File: config.mk
export PLATFORM = sky130hd
export DESIGN_NAME = fpu_unit
export DESIGN_NICKNAME = d
export VERILOG_FILES = /design/src/verilog/fpu_data_pkg.sv /design/src/verilog/fpu_op_pkg.sv /design/src/verilog/fpu_stage_if.sv /design/src/verilog/fpu_compare.sv /design/src/verilog/fpu_execute.sv /design/src/verilog/fpu_issue_stage.sv /design/src/verilog/fpu_operand_fwd.sv /design/src/verilog/fpu_permute_logic.sv /design/src/verilog/fpu_unit.sv
export SDC_FILE = /design/constraint.sdc
export NUM_CORES = 1
export LEC_CHECK = 0
export ABC_AREA = 1
export BUFFER_PORTS_ARGS = -buffer_cell sky130_fd_sc_hd__buf_2
export CAP_MARGIN = 20
export CORE_MARGIN = 1.5
export CORE_UTILIZATION = 30
export DETAILED_ROUTE_END_ITERATION = 16
export GPL_ROUTABILITY_DRIVEN = 1
export GPL_TIMING_DRIVEN = 0
export PLACE_DENSITY = 0.47
export SYNTH_ARGS = -nofsm -noshare
export SYNTH_HDL_FRONTEND = slang
export SYNTH_SLANG_ARGS = --single-unit
File: constraint.sdc
create_clock -name clk -period 4.65 [get_ports clk]
set_clock_uncertainty 0.2 [all_clocks]
set_input_delay 0.6975 -clock clk [delete_from_list [all_inputs] [get_ports clk]]
set_output_delay 0.6975 -clock clk [all_outputs]
set_load 0.03 [all_outputs]
File: src/verilog/fpu_data_pkg.sv
package fpu_data_pkg;

  // low single in [31:0], high single in [63:32].
  typedef logic [63:0] fpu_data_t;

  typedef struct packed {
    logic un;
    logic gt;
    logic eq;
    logic lt;
  } fpu_cond_t;

  function automatic logic [31:0] lo_s(fpu_data_t x);
    return x[31:0];
  endfunction

  function automatic logic [31:0] hi_s(fpu_data_t x);
    return x[63:32];
  endfunction

  function automatic fpu_data_t pack_s(logic [31:0] hi, logic [31:0] lo);
    return {hi, lo};
  endfunction

  function automatic logic is_nan_d(fpu_data_t x);
    return (&x[62:52]) && (|x[51:0]);
  endfunction

  // quiet bit is the top fraction bit.
  function automatic logic is_snan_d(fpu_data_t x);
    return is_nan_d(x) && !x[51];
  endfunction

  function automatic logic is_nan_s(logic [31:0] x);
    return (&x[30:23]) && (|x[22:0]);
  endfunction

endpackage

File: src/verilog/fpu_op_pkg.sv
package fpu_op_pkg;

  // issue opcodes. codes 12 to 31 are illegal.
  typedef enum logic [4:0] {
    op_and      = 5'd0,
    op_or       = 5'd1,
    op_xor      = 5'd2,
    op_andn     = 5'd3,  // a and not b.
    op_mov      = 5'd4,
    op_swp_s    = 5'd5,
    op_dup_lo   = 5'd6,
    op_dup_hi   = 5'd7,
    op_pack_lo  = 5'd8,
    op_cmp_d    = 5'd9,
    op_cmp_du   = 5'd10,
    op_pcmplt_s = 5'd11
  } fpu_op_e;

  // datapath select.
  typedef enum logic [1:0] {
    unit_logic = 2'd0,
    unit_perm  = 2'd1,
    unit_cmp   = 2'd2
  } fpu_unit_e;

  // sub select in the logic datapath.
  localparam logic [1:0] lg_and  = 2'd0;
  localparam logic [1:0] lg_or   = 2'd1;
  localparam logic [1:0] lg_xor  = 2'd2;
  localparam logic [1:0] lg_andn = 2'd3;

  // sub select in the permute datapath.
  localparam logic [1:0] pm_swap    = 2'd0;
  localparam logic [1:0] pm_dup_lo  = 2'd1;
  localparam logic [1:0] pm_dup_hi  = 2'd2;
  localparam logic [1:0] pm_pack_lo = 2'd3;

  typedef struct packed {
    fpu_unit_e  unit;
    logic [1:0] sub;
    logic       quiet;  // compare raises invalid on snan only.
    logic       pkd;    // packed-single compare.
  } fpu_ctrl_t;

endpackage

File: src/verilog/fpu_stage_if.sv
`timescale 1ns/1ps

// one decoded operation between the issue and execute stages.
interface fpu_stage_if;
  import fpu_op_pkg::*;
  import fpu_data_pkg::*;

  logic      valid;
  fpu_ctrl_t ctrl;
  fpu_data_t a;
  fpu_data_t b;

  modport issue (
    output valid,
    output ctrl,
    output a,
    output b
  );

  modport exec (
    input valid,
    input ctrl,
    input a,
    input b
  );

endinterface

File: src/verilog/fpu_compare.sv
`timescale 1ns/1ps

module fpu_compare (
  input  fpu_data_pkg::fpu_data_t a,
  input  fpu_data_pkg::fpu_data_t b,
  input  logic                    quiet,
  input  logic                    pkd,
  output fpu_data_pkg::fpu_cond_t cond,
  output fpu_data_pkg::fpu_data_t mask,
  output logic                    invalid
);
  import fpu_data_pkg::*;

  logic [31:0] a_lo;
  logic [31:0] a_hi;
  logic [31:0] b_lo;
  logic [31:0] b_hi;
  logic        un_d;
  logic        nan_lo;
  logic        nan_hi;
  logic [2:0]  ord_d;
  logic [2:0]  ord_lo;
  logic [2:0]  ord_hi;

  // sign-magnitude order of two non-nan values, as {gt, eq, lt}.
  function automatic logic [2:0] order(logic sa, logic sb, logic [62:0] ma,
                                       logic [62:0] mb);
    logic less;
    if (ma == '0 && mb == '0) return 3'b010;  // +0 == -0.
    if (sa != sb) return sa ? 3'b001 : 3'b100;
    if (ma == mb) return 3'b010;
    less = sa ? (ma > mb) : (ma < mb);
    return less ? 3'b001 : 3'b100;
  endfunction

  assign a_lo = lo_s(a);
  assign a_hi = hi_s(a);
  assign b_lo = lo_s(b);
  assign b_hi = hi_s(b);

  assign un_d   = is_nan_d(a) || is_nan_d(b);
  assign nan_lo = is_nan_s(a_lo) || is_nan_s(b_lo);
  assign nan_hi = is_nan_s(a_hi) || is_nan_s(b_hi);

  assign ord_d  = order(a[63], b[63], a[62:0], b[62:0]);
  assign ord_lo = order(a_lo[31], b_lo[31], {32'b0, a_lo[30:0]}, {32'b0, b_lo[30:0]});
  assign ord_hi = order(a_hi[31], b_hi[31], {32'b0, a_hi[30:0]}, {32'b0, b_hi[30:0]});

  always_comb begin
    if (pkd) begin
      cond    = '0;
      mask    = pack_s({32{ord_hi[0] && !nan_hi}}, {32{ord_lo[0] && !nan_lo}});
      invalid = nan_lo || nan_hi;
    end else begin
      cond.un = un_d;
      {cond.gt, cond.eq, cond.lt} = un_d ? 3'b000 : ord_d;
      mask    = '0;
      // quiet form only traps on signaling nans.
      invalid = quiet ? (is_snan_d(a) || is_snan_d(b)) : un_d;
    end
  end

endmodule

File: src/verilog/fpu_execute.sv
`timescale 1ns/1ps

module fpu_execute (
  input  logic                    clk,
  input  logic                    rst,
  fpu_stage_if.exec               stage,
  input  logic                    inv_mask,
  output logic                    res_valid,
  output fpu_data_pkg::fpu_data_t res_data,
  output fpu_data_pkg::fpu_cond_t res_cond,
  output logic                    res_invalid,
  output logic                    excpt
);
  import fpu_op_pkg::*;
  import fpu_data_pkg::*;

  fpu_cond_t cmp_cond;
  fpu_data_t cmp_mask;
  logic      cmp_invalid;
  fpu_data_t pl_res;
  fpu_data_t sel_data;
  fpu_cond_t sel_cond;
  logic      sel_invalid;

  fpu_compare i_compare (
    .a       (stage.a),
    .b       (stage.b),
    .quiet   (stage.ctrl.quiet),
    .pkd     (stage.ctrl.pkd),
    .cond    (cmp_cond),
    .mask    (cmp_mask),
    .invalid (cmp_invalid)
  );

  fpu_permute_logic i_permute_logic (
    .a    (stage.a),
    .b    (stage.b),
    .unit (stage.ctrl.unit),
    .sub  (stage.ctrl.sub),
    .res  (pl_res)
  );

  always_comb begin
    if (stage.ctrl.unit == unit_cmp) begin
      sel_data    = cmp_mask;  // zero for scalar compares.
      sel_cond    = cmp_cond;
      sel_invalid = cmp_invalid;
    end else begin
      sel_data    = pl_res;
      sel_cond    = '0;
      sel_invalid = 1'b0;
    end
  end

  always_ff @(posedge clk) begin
    if (rst) begin
      res_valid   <= 1'b0;
      res_data    <= '0;
      res_cond    <= '0;
      res_invalid <= 1'b0;
      excpt       <= 1'b0;
    end else begin
      res_valid <= stage.valid;
      excpt     <= stage.valid && sel_invalid && !inv_mask;
      if (stage.valid) begin
        res_data    <= sel_data;
        res_cond    <= sel_cond;
        res_invalid <= sel_invalid;
      end
    end
  end

  // unordered excludes every ordered outcome.
  a_cond_exclusive: assert property (
    @(posedge clk) disable iff (rst)
    stage.valid |-> !(cmp_cond.un && (cmp_cond.lt || cmp_cond.eq || cmp_cond.gt))
  ) else $error("compare flags un together with an ordered flag");

  a_excpt_valid: assert property (
    @(posedge clk) disable iff (rst)
    excpt |-> res_valid
  ) else $error("excpt without a valid result");

endmodule

File: src/verilog/fpu_issue_stage.sv
`timescale 1ns/1ps

module fpu_issue_stage #(
  parameter int NUM_BUSES = 3
) (
  input  logic                    clk,
  input  logic                    rst,
  input  logic                    issue_en,
  input  fpu_op_pkg::fpu_op_e     issue_op,
  input  fpu_data_pkg::fpu_data_t a_reg,
  input  fpu_data_pkg::fpu_data_t b_reg,
  input  logic [2:0]              fwd_a,
  input  logic [2:0]              fwd_b,
  input  fpu_data_pkg::fpu_data_t bus [NUM_BUSES],
  fpu_stage_if.issue              stage
);
  import fpu_op_pkg::*;
  import fpu_data_pkg::*;

  fpu_data_t a_fwd;
  fpu_data_t b_fwd;
  fpu_ctrl_t dec_ctrl;
  logic      dec_legal;
  logic      zero_b;

  fpu_operand_fwd #(.NUM_BUSES(NUM_BUSES)) i_fwd_a (
    .clk     (clk),
    .rst     (rst),
    .reg_val (a_reg),
    .fwd_sel (fwd_a),
    .bus     (bus),
    .en      (issue_en),
    .opnd    (a_fwd)
  );

  fpu_operand_fwd #(.NUM_BUSES(NUM_BUSES)) i_fwd_b (
    .clk     (clk),
    .rst     (rst),
    .reg_val (b_reg),
    .fwd_sel (fwd_b),
    .bus     (bus),
    .en      (issue_en),
    .opnd    (b_fwd)
  );

  always_comb begin
    dec_ctrl  = '{unit: unit_logic, sub: lg_and, quiet: 1'b0, pkd: 1'b0};
    dec_legal = 1'b1;
    zero_b    = 1'b0;
    case (issue_op)
      op_and:  dec_ctrl.sub = lg_and;
      op_or:   dec_ctrl.sub = lg_or;
      op_xor:  dec_ctrl.sub = lg_xor;
      op_andn: dec_ctrl.sub = lg_andn;
      op_mov: begin
        dec_ctrl.sub = lg_or;  // a or zero.
        zero_b       = 1'b1;
      end
      op_swp_s: begin
        dec_ctrl.unit = unit_perm;
        dec_ctrl.sub  = pm_swap;
      end
      op_dup_lo: begin
        dec_ctrl.unit = unit_perm;
        dec_ctrl.sub  = pm_dup_lo;
      end
      op_dup_hi: begin
        dec_ctrl.unit = unit_perm;
        dec_ctrl.sub  = pm_dup_hi;
      end
      op_pack_lo: begin
        dec_ctrl.unit = unit_perm;
        dec_ctrl.sub  = pm_pack_lo;
      end
      op_cmp_d: dec_ctrl.unit = unit_cmp;
      op_cmp_du: begin
        dec_ctrl.unit  = unit_cmp;
        dec_ctrl.quiet = 1'b1;
      end
      op_pcmplt_s: begin
        dec_ctrl.unit = unit_cmp;
        dec_ctrl.pkd  = 1'b1;
      end
      default: dec_legal = 1'b0;
    endcase
  end

  always_ff @(posedge clk) begin
    if (rst) begin
      stage.valid <= 1'b0;
      stage.ctrl  <= '{unit: unit_logic, sub: lg_and, quiet: 1'b0, pkd: 1'b0};
    end else begin
      stage.valid <= issue_en && dec_legal;  // illegal op is dropped.
      if (issue_en) begin
        stage.ctrl <= dec_ctrl;
      end
    end
  end

  always_ff @(posedge clk) begin
    if (issue_en) begin
      stage.a <= a_fwd;
      stage.b <= zero_b ? '0 : b_fwd;
    end
  end

  a_legal_op: assert property (
    @(posedge clk) disable iff (rst)
    issue_en |-> dec_legal
  ) else $error("illegal opcode %0d issued", issue_op);

endmodule

File: src/verilog/fpu_operand_fwd.sv
`timescale 1ns/1ps

module fpu_operand_fwd #(
  parameter int NUM_BUSES = 3
) (
  input  logic                    clk,
  input  logic                    rst,
  input  fpu_data_pkg::fpu_data_t reg_val,
  input  logic [2:0]              fwd_sel,
  input  fpu_data_pkg::fpu_data_t bus [NUM_BUSES],
  input  logic                    en,
  output fpu_data_pkg::fpu_data_t opnd
);

  // sel 0 is the register file, sel k is bus k-1.
  always_comb begin
    opnd = reg_val;
    for (int k = 0; k < NUM_BUSES; k++) begin
      if (fwd_sel == 3'(k + 1)) begin
        opnd = bus[k];
      end
    end
  end

  // a select past the last bus would silently fall back to reg_val.
  a_fwd_sel_range: assert property (
    @(posedge clk) disable iff (rst)
    en |-> (fwd_sel <= 3'(NUM_BUSES))
  ) else $error("fwd_sel %0d out of range", fwd_sel);

endmodule

File: src/verilog/fpu_permute_logic.sv
`timescale 1ns/1ps

module fpu_permute_logic (
  input  fpu_data_pkg::fpu_data_t a,
  input  fpu_data_pkg::fpu_data_t b,
  input  fpu_op_pkg::fpu_unit_e   unit,
  input  logic [1:0]              sub,
  output fpu_data_pkg::fpu_data_t res
);
  import fpu_op_pkg::*;
  import fpu_data_pkg::*;

  fpu_data_t logic_res;
  fpu_data_t perm_res;

  always_comb begin
    case (sub)
      lg_and:  logic_res = a & b;
      lg_or:   logic_res = a | b;
      lg_xor:  logic_res = a ^ b;
      default: logic_res = a & ~b;  // andn.
    endcase
  end

  always_comb begin
    case (sub)
      pm_swap:   perm_res = pack_s(lo_s(a), hi_s(a));
      pm_dup_lo: perm_res = pack_s(lo_s(a), lo_s(a));
      pm_dup_hi: perm_res = pack_s(hi_s(a), hi_s(a));
      default:   perm_res = pack_s(lo_s(b), lo_s(a));  // pack_lo.
    endcase
  end

  assign res = (unit == unit_perm) ? perm_res : logic_res;

endmodule

File: src/verilog/fpu_unit.sv
`timescale 1ns/1ps

module fpu_unit #(
  parameter int NUM_BUSES = 3
) (
  input  logic                    clk,
  input  logic                    rst,
  input  logic                    issue_en,
  input  fpu_op_pkg::fpu_op_e     issue_op,
  input  fpu_data_pkg::fpu_data_t a_reg,
  input  fpu_data_pkg::fpu_data_t b_reg,
  input  logic [2:0]              fwd_a,
  input  logic [2:0]              fwd_b,
  input  fpu_data_pkg::fpu_data_t bus [NUM_BUSES],
  input  logic                    inv_mask,
  output logic                    res_valid,
  output fpu_data_pkg::fpu_data_t res_data,
  output fpu_data_pkg::fpu_cond_t res_cond,
  output logic                    res_invalid,
  output logic                    excpt
);

  fpu_stage_if stage ();

  fpu_issue_stage #(.NUM_BUSES(NUM_BUSES)) i_issue_stage (
    .clk      (clk),
    .rst      (rst),
    .issue_en (issue_en),
    .issue_op (issue_op),
    .a_reg    (a_reg),
    .b_reg    (b_reg),
    .fwd_a    (fwd_a),
    .fwd_b    (fwd_b),
    .bus      (bus),
    .stage    (stage.issue)
  );

  fpu_execute i_execute (
    .clk         (clk),
    .rst         (rst),
    .stage       (stage.exec),
    .inv_mask    (inv_mask),
    .res_valid   (res_valid),
    .res_data    (res_data),
    .res_cond    (res_cond),
    .res_invalid (res_invalid),
    .excpt       (excpt)
  );

endmodule
# ---- Word-level counts from Yosys, hierarchy flattened
# Cells that the tools add are included.
dict set report totals {
  in_bits 335
  elab_cells 170
  register_bits 206
}
dict set report op_classes {
  n_lt_le_gt_ge 6
  bitwise 5
  muxes 66
  n_eq_ne 26
  reduce_logical 52
}
# operator count
set ops {}
lappend ops {{two-way mux 64 bit} 9}
lappend ops {{one-hot mux 64 bit (3 select lines)} 2}
lappend ops {{bitwise AND 64 bit} 2}
lappend ops {{zero test 63 bit} 2}
lappend ops {{zero test 31 bit} 4}
lappend ops {{OR reduction 52 bit} 2}
lappend ops {{OR reduction 23 bit} 4}
lappend ops {{NOT 64 bit} 1}
lappend ops {{OR 64 bit} 1}
lappend ops {{XOR 64 bit} 1}
lappend ops {{equality test 63 bit} 1}
lappend ops {{> comparator 63 bit} 1}
lappend ops {{< comparator 63 bit} 1}
lappend ops {{equality test 31 bit} 2}
lappend ops {{> comparator 31 bit} 2}
lappend ops {{< comparator 31 bit} 2}
lappend ops {{two-way mux 1 bit} 42}
lappend ops {{AND reduction 8 bit} 4}
lappend ops {{two-way mux 3 bit} 9}
lappend ops {{AND reduction 11 bit} 2}
lappend ops {{equality test 5 x 3 -> 1 bit (second input constant)} 4}
lappend ops {{equality test 5 x 4 -> 1 bit (second input constant)} 4}
lappend ops {{logical AND 1 bit} 16}
lappend ops {{equality test 3 x 2 -> 1 bit (second input constant)} 4}
lappend ops {{17 further kinds} 33}

# ---- Depth between registers and ports, before layout
dict set report depth {
  depth_word 12
  mapped_depth 19
}

# ---- By module
# From an unflattened synthesis, not the netlist that was laid out.
dict set report hier_totals {
  cells_unflattened 3843
  hier_area_um2 23007.1
}
# module n_inst area_per_inst_um2 seq_area_each_um2 cells_each
set modules_own_cells {}
lappend modules_own_cells {fpu_permute_logic 1 5850.6 0.0 1241}
lappend modules_own_cells {fpu_operand_fwd 2 2499.9 0.0 572}
lappend modules_own_cells {fpu_issue_stage 1 4828.4 3983.8 326}
lappend modules_own_cells {fpu_execute 1 4108.9 1421.4 590}
lappend modules_own_cells {fpu_compare 1 3219.3 0.0 542}

# ---- Worst setup path after synthesis
# OpenSTA, ideal clock, no wires.
dict set report synth_timing {
  path_kind {reg2reg}
  from {reg i_issue_stage.stage.ctrl[2] (netlist name)}
  to {reg i_execute.res_data[61]}
  stages_incl_launch_ff 13
  n_path_buf 5
  period_less_slack_ps 2663
  slack_ps 1987
  arrival_time_ps 2341
  setup_ps 123
  cell_sequence {dfxtp_1 > clkbuf_1 > clkbuf_1 > inv_1 > ha_1 > buf_2 > inv_1 > buf_2 > clkbuf_1 > o21ai_0 > o211a_1 > a211oi_1 > a21oi_2}
}
dict set report synth_between {
  elab_chain_cells 4
  elab_cells_between_ends 7
}
# item line_no
set synth_lines {}
lappend synth_lines {{equality test 2 bit, or another cell as far along} {fpu_permute_logic.sv:17, fpu_permute_logic.sv:26}}
lappend synth_lines {{one-hot mux 64 bit (3 select lines), on equally long branches} {fpu_permute_logic.sv:17, fpu_permute_logic.sv:26}}
lappend synth_lines {{two-way mux 64 bit (*)} fpu_permute_logic.sv:34} ;# assign res = (unit == unit_perm) ? perm_res : logic_res;
lappend synth_lines {{two-way mux 64 bit (*)} fpu_execute.sv:44} ;# if (stage.ctrl.unit == unit_cmp) begin
lappend synth_lines {{end signal, assigned} fpu_execute.sv:66} ;# res_data <= sel_data;
lappend synth_lines {{end, declared} fpu_execute.sv:9} ;# output fpu_data_pkg::fpu_data_t res_data,
# Mark *: on every way between the ends. The rest lies on a longest branch, timed or not.
# A chain may end at the register's enable or synchronous reset.

# ---- Final worst setup path
dict set report layout_timing {
  from {reg i_issue_stage.stage.ctrl[2] (netlist name)}
  to {reg i_execute.res_data[62]}
}
dict set report layout_between {
  elab_chain_cells 4
  elab_cells_between_ends 7
}
# item line_no
set layout_lines {}
lappend layout_lines {{equality test 2 bit, or another cell as far along} {fpu_permute_logic.sv:17, fpu_permute_logic.sv:26}}
lappend layout_lines {{one-hot mux 64 bit (3 select lines), on equally long branches} {fpu_permute_logic.sv:17, fpu_permute_logic.sv:26}}
lappend layout_lines {{two-way mux 64 bit (*)} fpu_permute_logic.sv:34}
lappend layout_lines {{two-way mux 64 bit (*)} fpu_execute.sv:44}
# Marks and branches as above.

==> flow_metrics.env <==
export IMPL_status="complete, no violations"
export IMPL_port_buffers=404
export IMPL_htree_levels=1
export IMPL_dpl_worst_slack_ps=-171.6
export IMPL_io_pins=406
export IMPL_nets=3532
export IMPL_synth_nets=3099
export IMPL_syn_area_um2=18550
export IMPL_holdWs_ps=119.1
export IMPL_yosysTopAreaCellShare_pct=20.72
export IMPL_cts_setup_buffers=0
export IMPL_grt_pass1_wl_um=140500
export IMPL_area_growth_pct=20.98
export IMPL_cts_buffer_depth=3
export IMPL_hpwl_um=82620
export IMPL_syn_inst=2632
export IMPL_cp_required_ps=4860
export IMPL_fin_cells=3867
export IMPL_timing_hold_violations_final=0
export IMPL_vias=21110
export IMPL_yosys_top_cells_area="edfxtp_1, o21ai_0, ha_1"
export IMPL_worst_slew_pin_slew_ps=1148
export IMPL_grt_ovfl_total=0
export IMPL_setup_slack_ps=78.58
export IMPL_cts_tree="done"
export IMPL_ys_async_sr_fraction_pct=0
export IMPL_ys_seq_area_share_pct=29.14
export IMPL_routed_wl_um=99140
export IMPL_yosys_warnings=0
export IMPL_place_gp_congestion=1.004
export IMPL_cpMostUsedCell="clkbuf_1"
export IMPL_clock_sinks=206
export IMPL_slowest_stage="a211oi_1"
export IMPL_ir_worst_vdd_uv=225.3
export IMPL_fp_row_count=90
export IMPL_hold_depth=2
export IMPL_cts_clk_slew_worst_paths_ps=60
export IMPL_period_minus_slack_ps=4571
export IMPL_dr_first_iter_drc_count=2063
export IMPL_hp_class="primary input to register"
export IMPL_numCtsBuffers=24
export IMPL_clk_latency_ps=560
export IMPL_register_area_um2=5405
export IMPL_fp_dieW_um=251.7
export IMPL_setup_worst_path_start_class="register"
export IMPL_drc=0
export IMPL_viasPerCell=5.458
export IMPL_grt_max_degree=91
export IMPL_die_h_um=251.7
export IMPL_maxCapViolations=0
export IMPL_die_area_um2=63340
export IMPL_path_max_fanout=10
export IMPL_ys_seq_elements=206
export IMPL_slowest_delay_ps=770
export IMPL_slew_headroom_pct=23.49
export IMPL_ys_flop_type="edfxtp_1"
export IMPL_fmax_ghz=0.2188
export IMPL_end_kind="register"
export IMPL_dr_pass1_iters=5
export IMPL_cp_data_arrival_time_ps=4780
export IMPL_core_area_um2=60700
export IMPL_grt_pass1_vias=20470
export IMPL_synth_edff_count=128
export IMPL_leakagePower_nw=10.51
export IMPL_holdBufCountCts=0
export IMPL_drv_slew=0
export IMPL_path_class="register to register"
export IMPL_n_fill_cell=6594
export IMPL_worst_path_buf_inv=6
export IMPL_synth_cell_types=46
export IMPL_synth_avg_cell_area_um2=7.048
export IMPL_yosysTopAreaCell="edfxtp_1"
export IMPL_antenna_left=0
export IMPL_postCtsResizedCells=2
export IMPL_drive_gt1_share_pct=20.73
export IMPL_period_share_pct=98.31
export IMPL_ff2ff_path_depth=11
export IMPL_powerDensity_nw_per_um2=285.5
export IMPL_cts_root_buf="clkbuf_16"
export IMPL_path_depth=11
export IMPL_cp_top_family="buffers and inverters"
export IMPL_wl_per_cell_um=25.64
export IMPL_placed_cells_incl_taps=3820
export IMPL_grt_use_total_pct=30.43
export IMPL_multi_input_area_um2=11030
export IMPL_start_util_pct=30.56
export IMPL_rsz0062_at_grt="no"
export IMPL_setup_viol=0
export IMPL_crit_chain="clkbuf_2 > clkbuf_1 > inv_1 > ha_1 > buf_2 > clkinv_1 > clkbuf_1 > o22ai_1 > o211a_1 > a211oi_1 > a21oi_2"
export IMPL_antenna_found_initial=2
-- power breakdown --
part	switching [mW]	leakage (nW)	total [mW]	internal (mW)
clock	0.789	0.390	1.96	1.17
sequential	0.261	1.89	2.40	2.14
combinational	1.40	8.23	2.05	0.649
total	2.45	10.5	6.41	3.96
-- placed cells by master, fill, tap and decap left out, types with 4 or more instances in the layout --
cell type	n
o22ai_1	22
edfxtp_1	128
a21oi_2	61
buf_1	8
inv_1	336
nor2_2	7
ha_1	132
or2_2	64
clkbuf_16	26
o21ai_1	14
clkbuf_1	145
o221ai_1	29
a31oi_1	15
a221oi_1	14
dfxtp_1	78
nor4_1	11
o21bai_1	5
nor2_1	212
nand3_1	62
buf_6	4
nor3_1	16
mux2i_1	64
a21oi_1	289
inv_2	16
nand2_1	260
o21ai_0	481
nand4_1	36
o211ai_1	68
buf_2	432
-- final timing paths --
kind | slack, ps | endpoint | from
min reg2reg | 250 | i_execute.res_invalid | i_execute.res_invalid
max reg2reg | 80 | i_execute.res_data[62] | i_issue_stage.stage.ctrl[2]
min | 120 | i_execute.excpt | inv_mask
max | 80 | i_execute.res_data[62] | i_issue_stage.stage.ctrl[2]
-- per-layer routing --
layer | part of all wire (%) | GRT usage (%)
met4 | 3.5 | 10.21
met3 | 7.2 | 4.457
met2 | 43 | 47.15
met5 | 0 | 0
met1 | 46 | 43.03
-- synth_stat cells, types with 15 or more instances --
library cell,count
mux2i_1,64
buf_2,29
inv_2,16
o221ai_1,29
o211ai_1,68
inv_1,336
nand3_1,62
or2_2,64
nor3_1,16
a21oi_2,61
a21oi_1,289
ha_1,132
dfxtp_1,78
nor2_1,212
edfxtp_1,128
o22ai_1,22
o21ai_0,481
clkbuf_1,141
nand4_1,36
a31oi_1,15
nand2_1,260
-- area by class of cell --
type / instances / area share (%)
tap: 782 / 4.360
antenna: 2 / 0.02230
sequential: 206 / 24.08
clock buffer: 35 / 3.183
clock inverter: 9 / 0.4460
inverter: 354 / 5.921
multi-input combinational: 1888 / 49.17
timing repair buffer: 407 / 9.316
buffer: 184 / 3.501
-- metrics by stage --
stage	TNS (ps)	instance area [µm²]	power, mW	util (%)
2_1_floorplan	0	18550	3.434	-
3_3_place_gp	-1052	21550	4.419	35.51
3_5_place_dp	-663.3	21610	4.429	35.61
4_1_cts	0	22430	6.405	36.96
5_1_grt	0	22440	6.716	36.97
6_report	0	22440	6.407	36.98
-- logic make-up (layout without fill, tap and decap cells) --
family          Yosys count  in the layout  synth area share, %
compound gates         1009           1009                30.77
xor+xnor                  2              2              0.09444
fa+ha+maj               132            132                8.903
buf+inv                 538            989                11.38
flops                   206            206                29.14
mux                      64             64                3.453
other cells               0              2                    0
simple gates            681            681                16.26
Power figures use the tool's default switching activity.
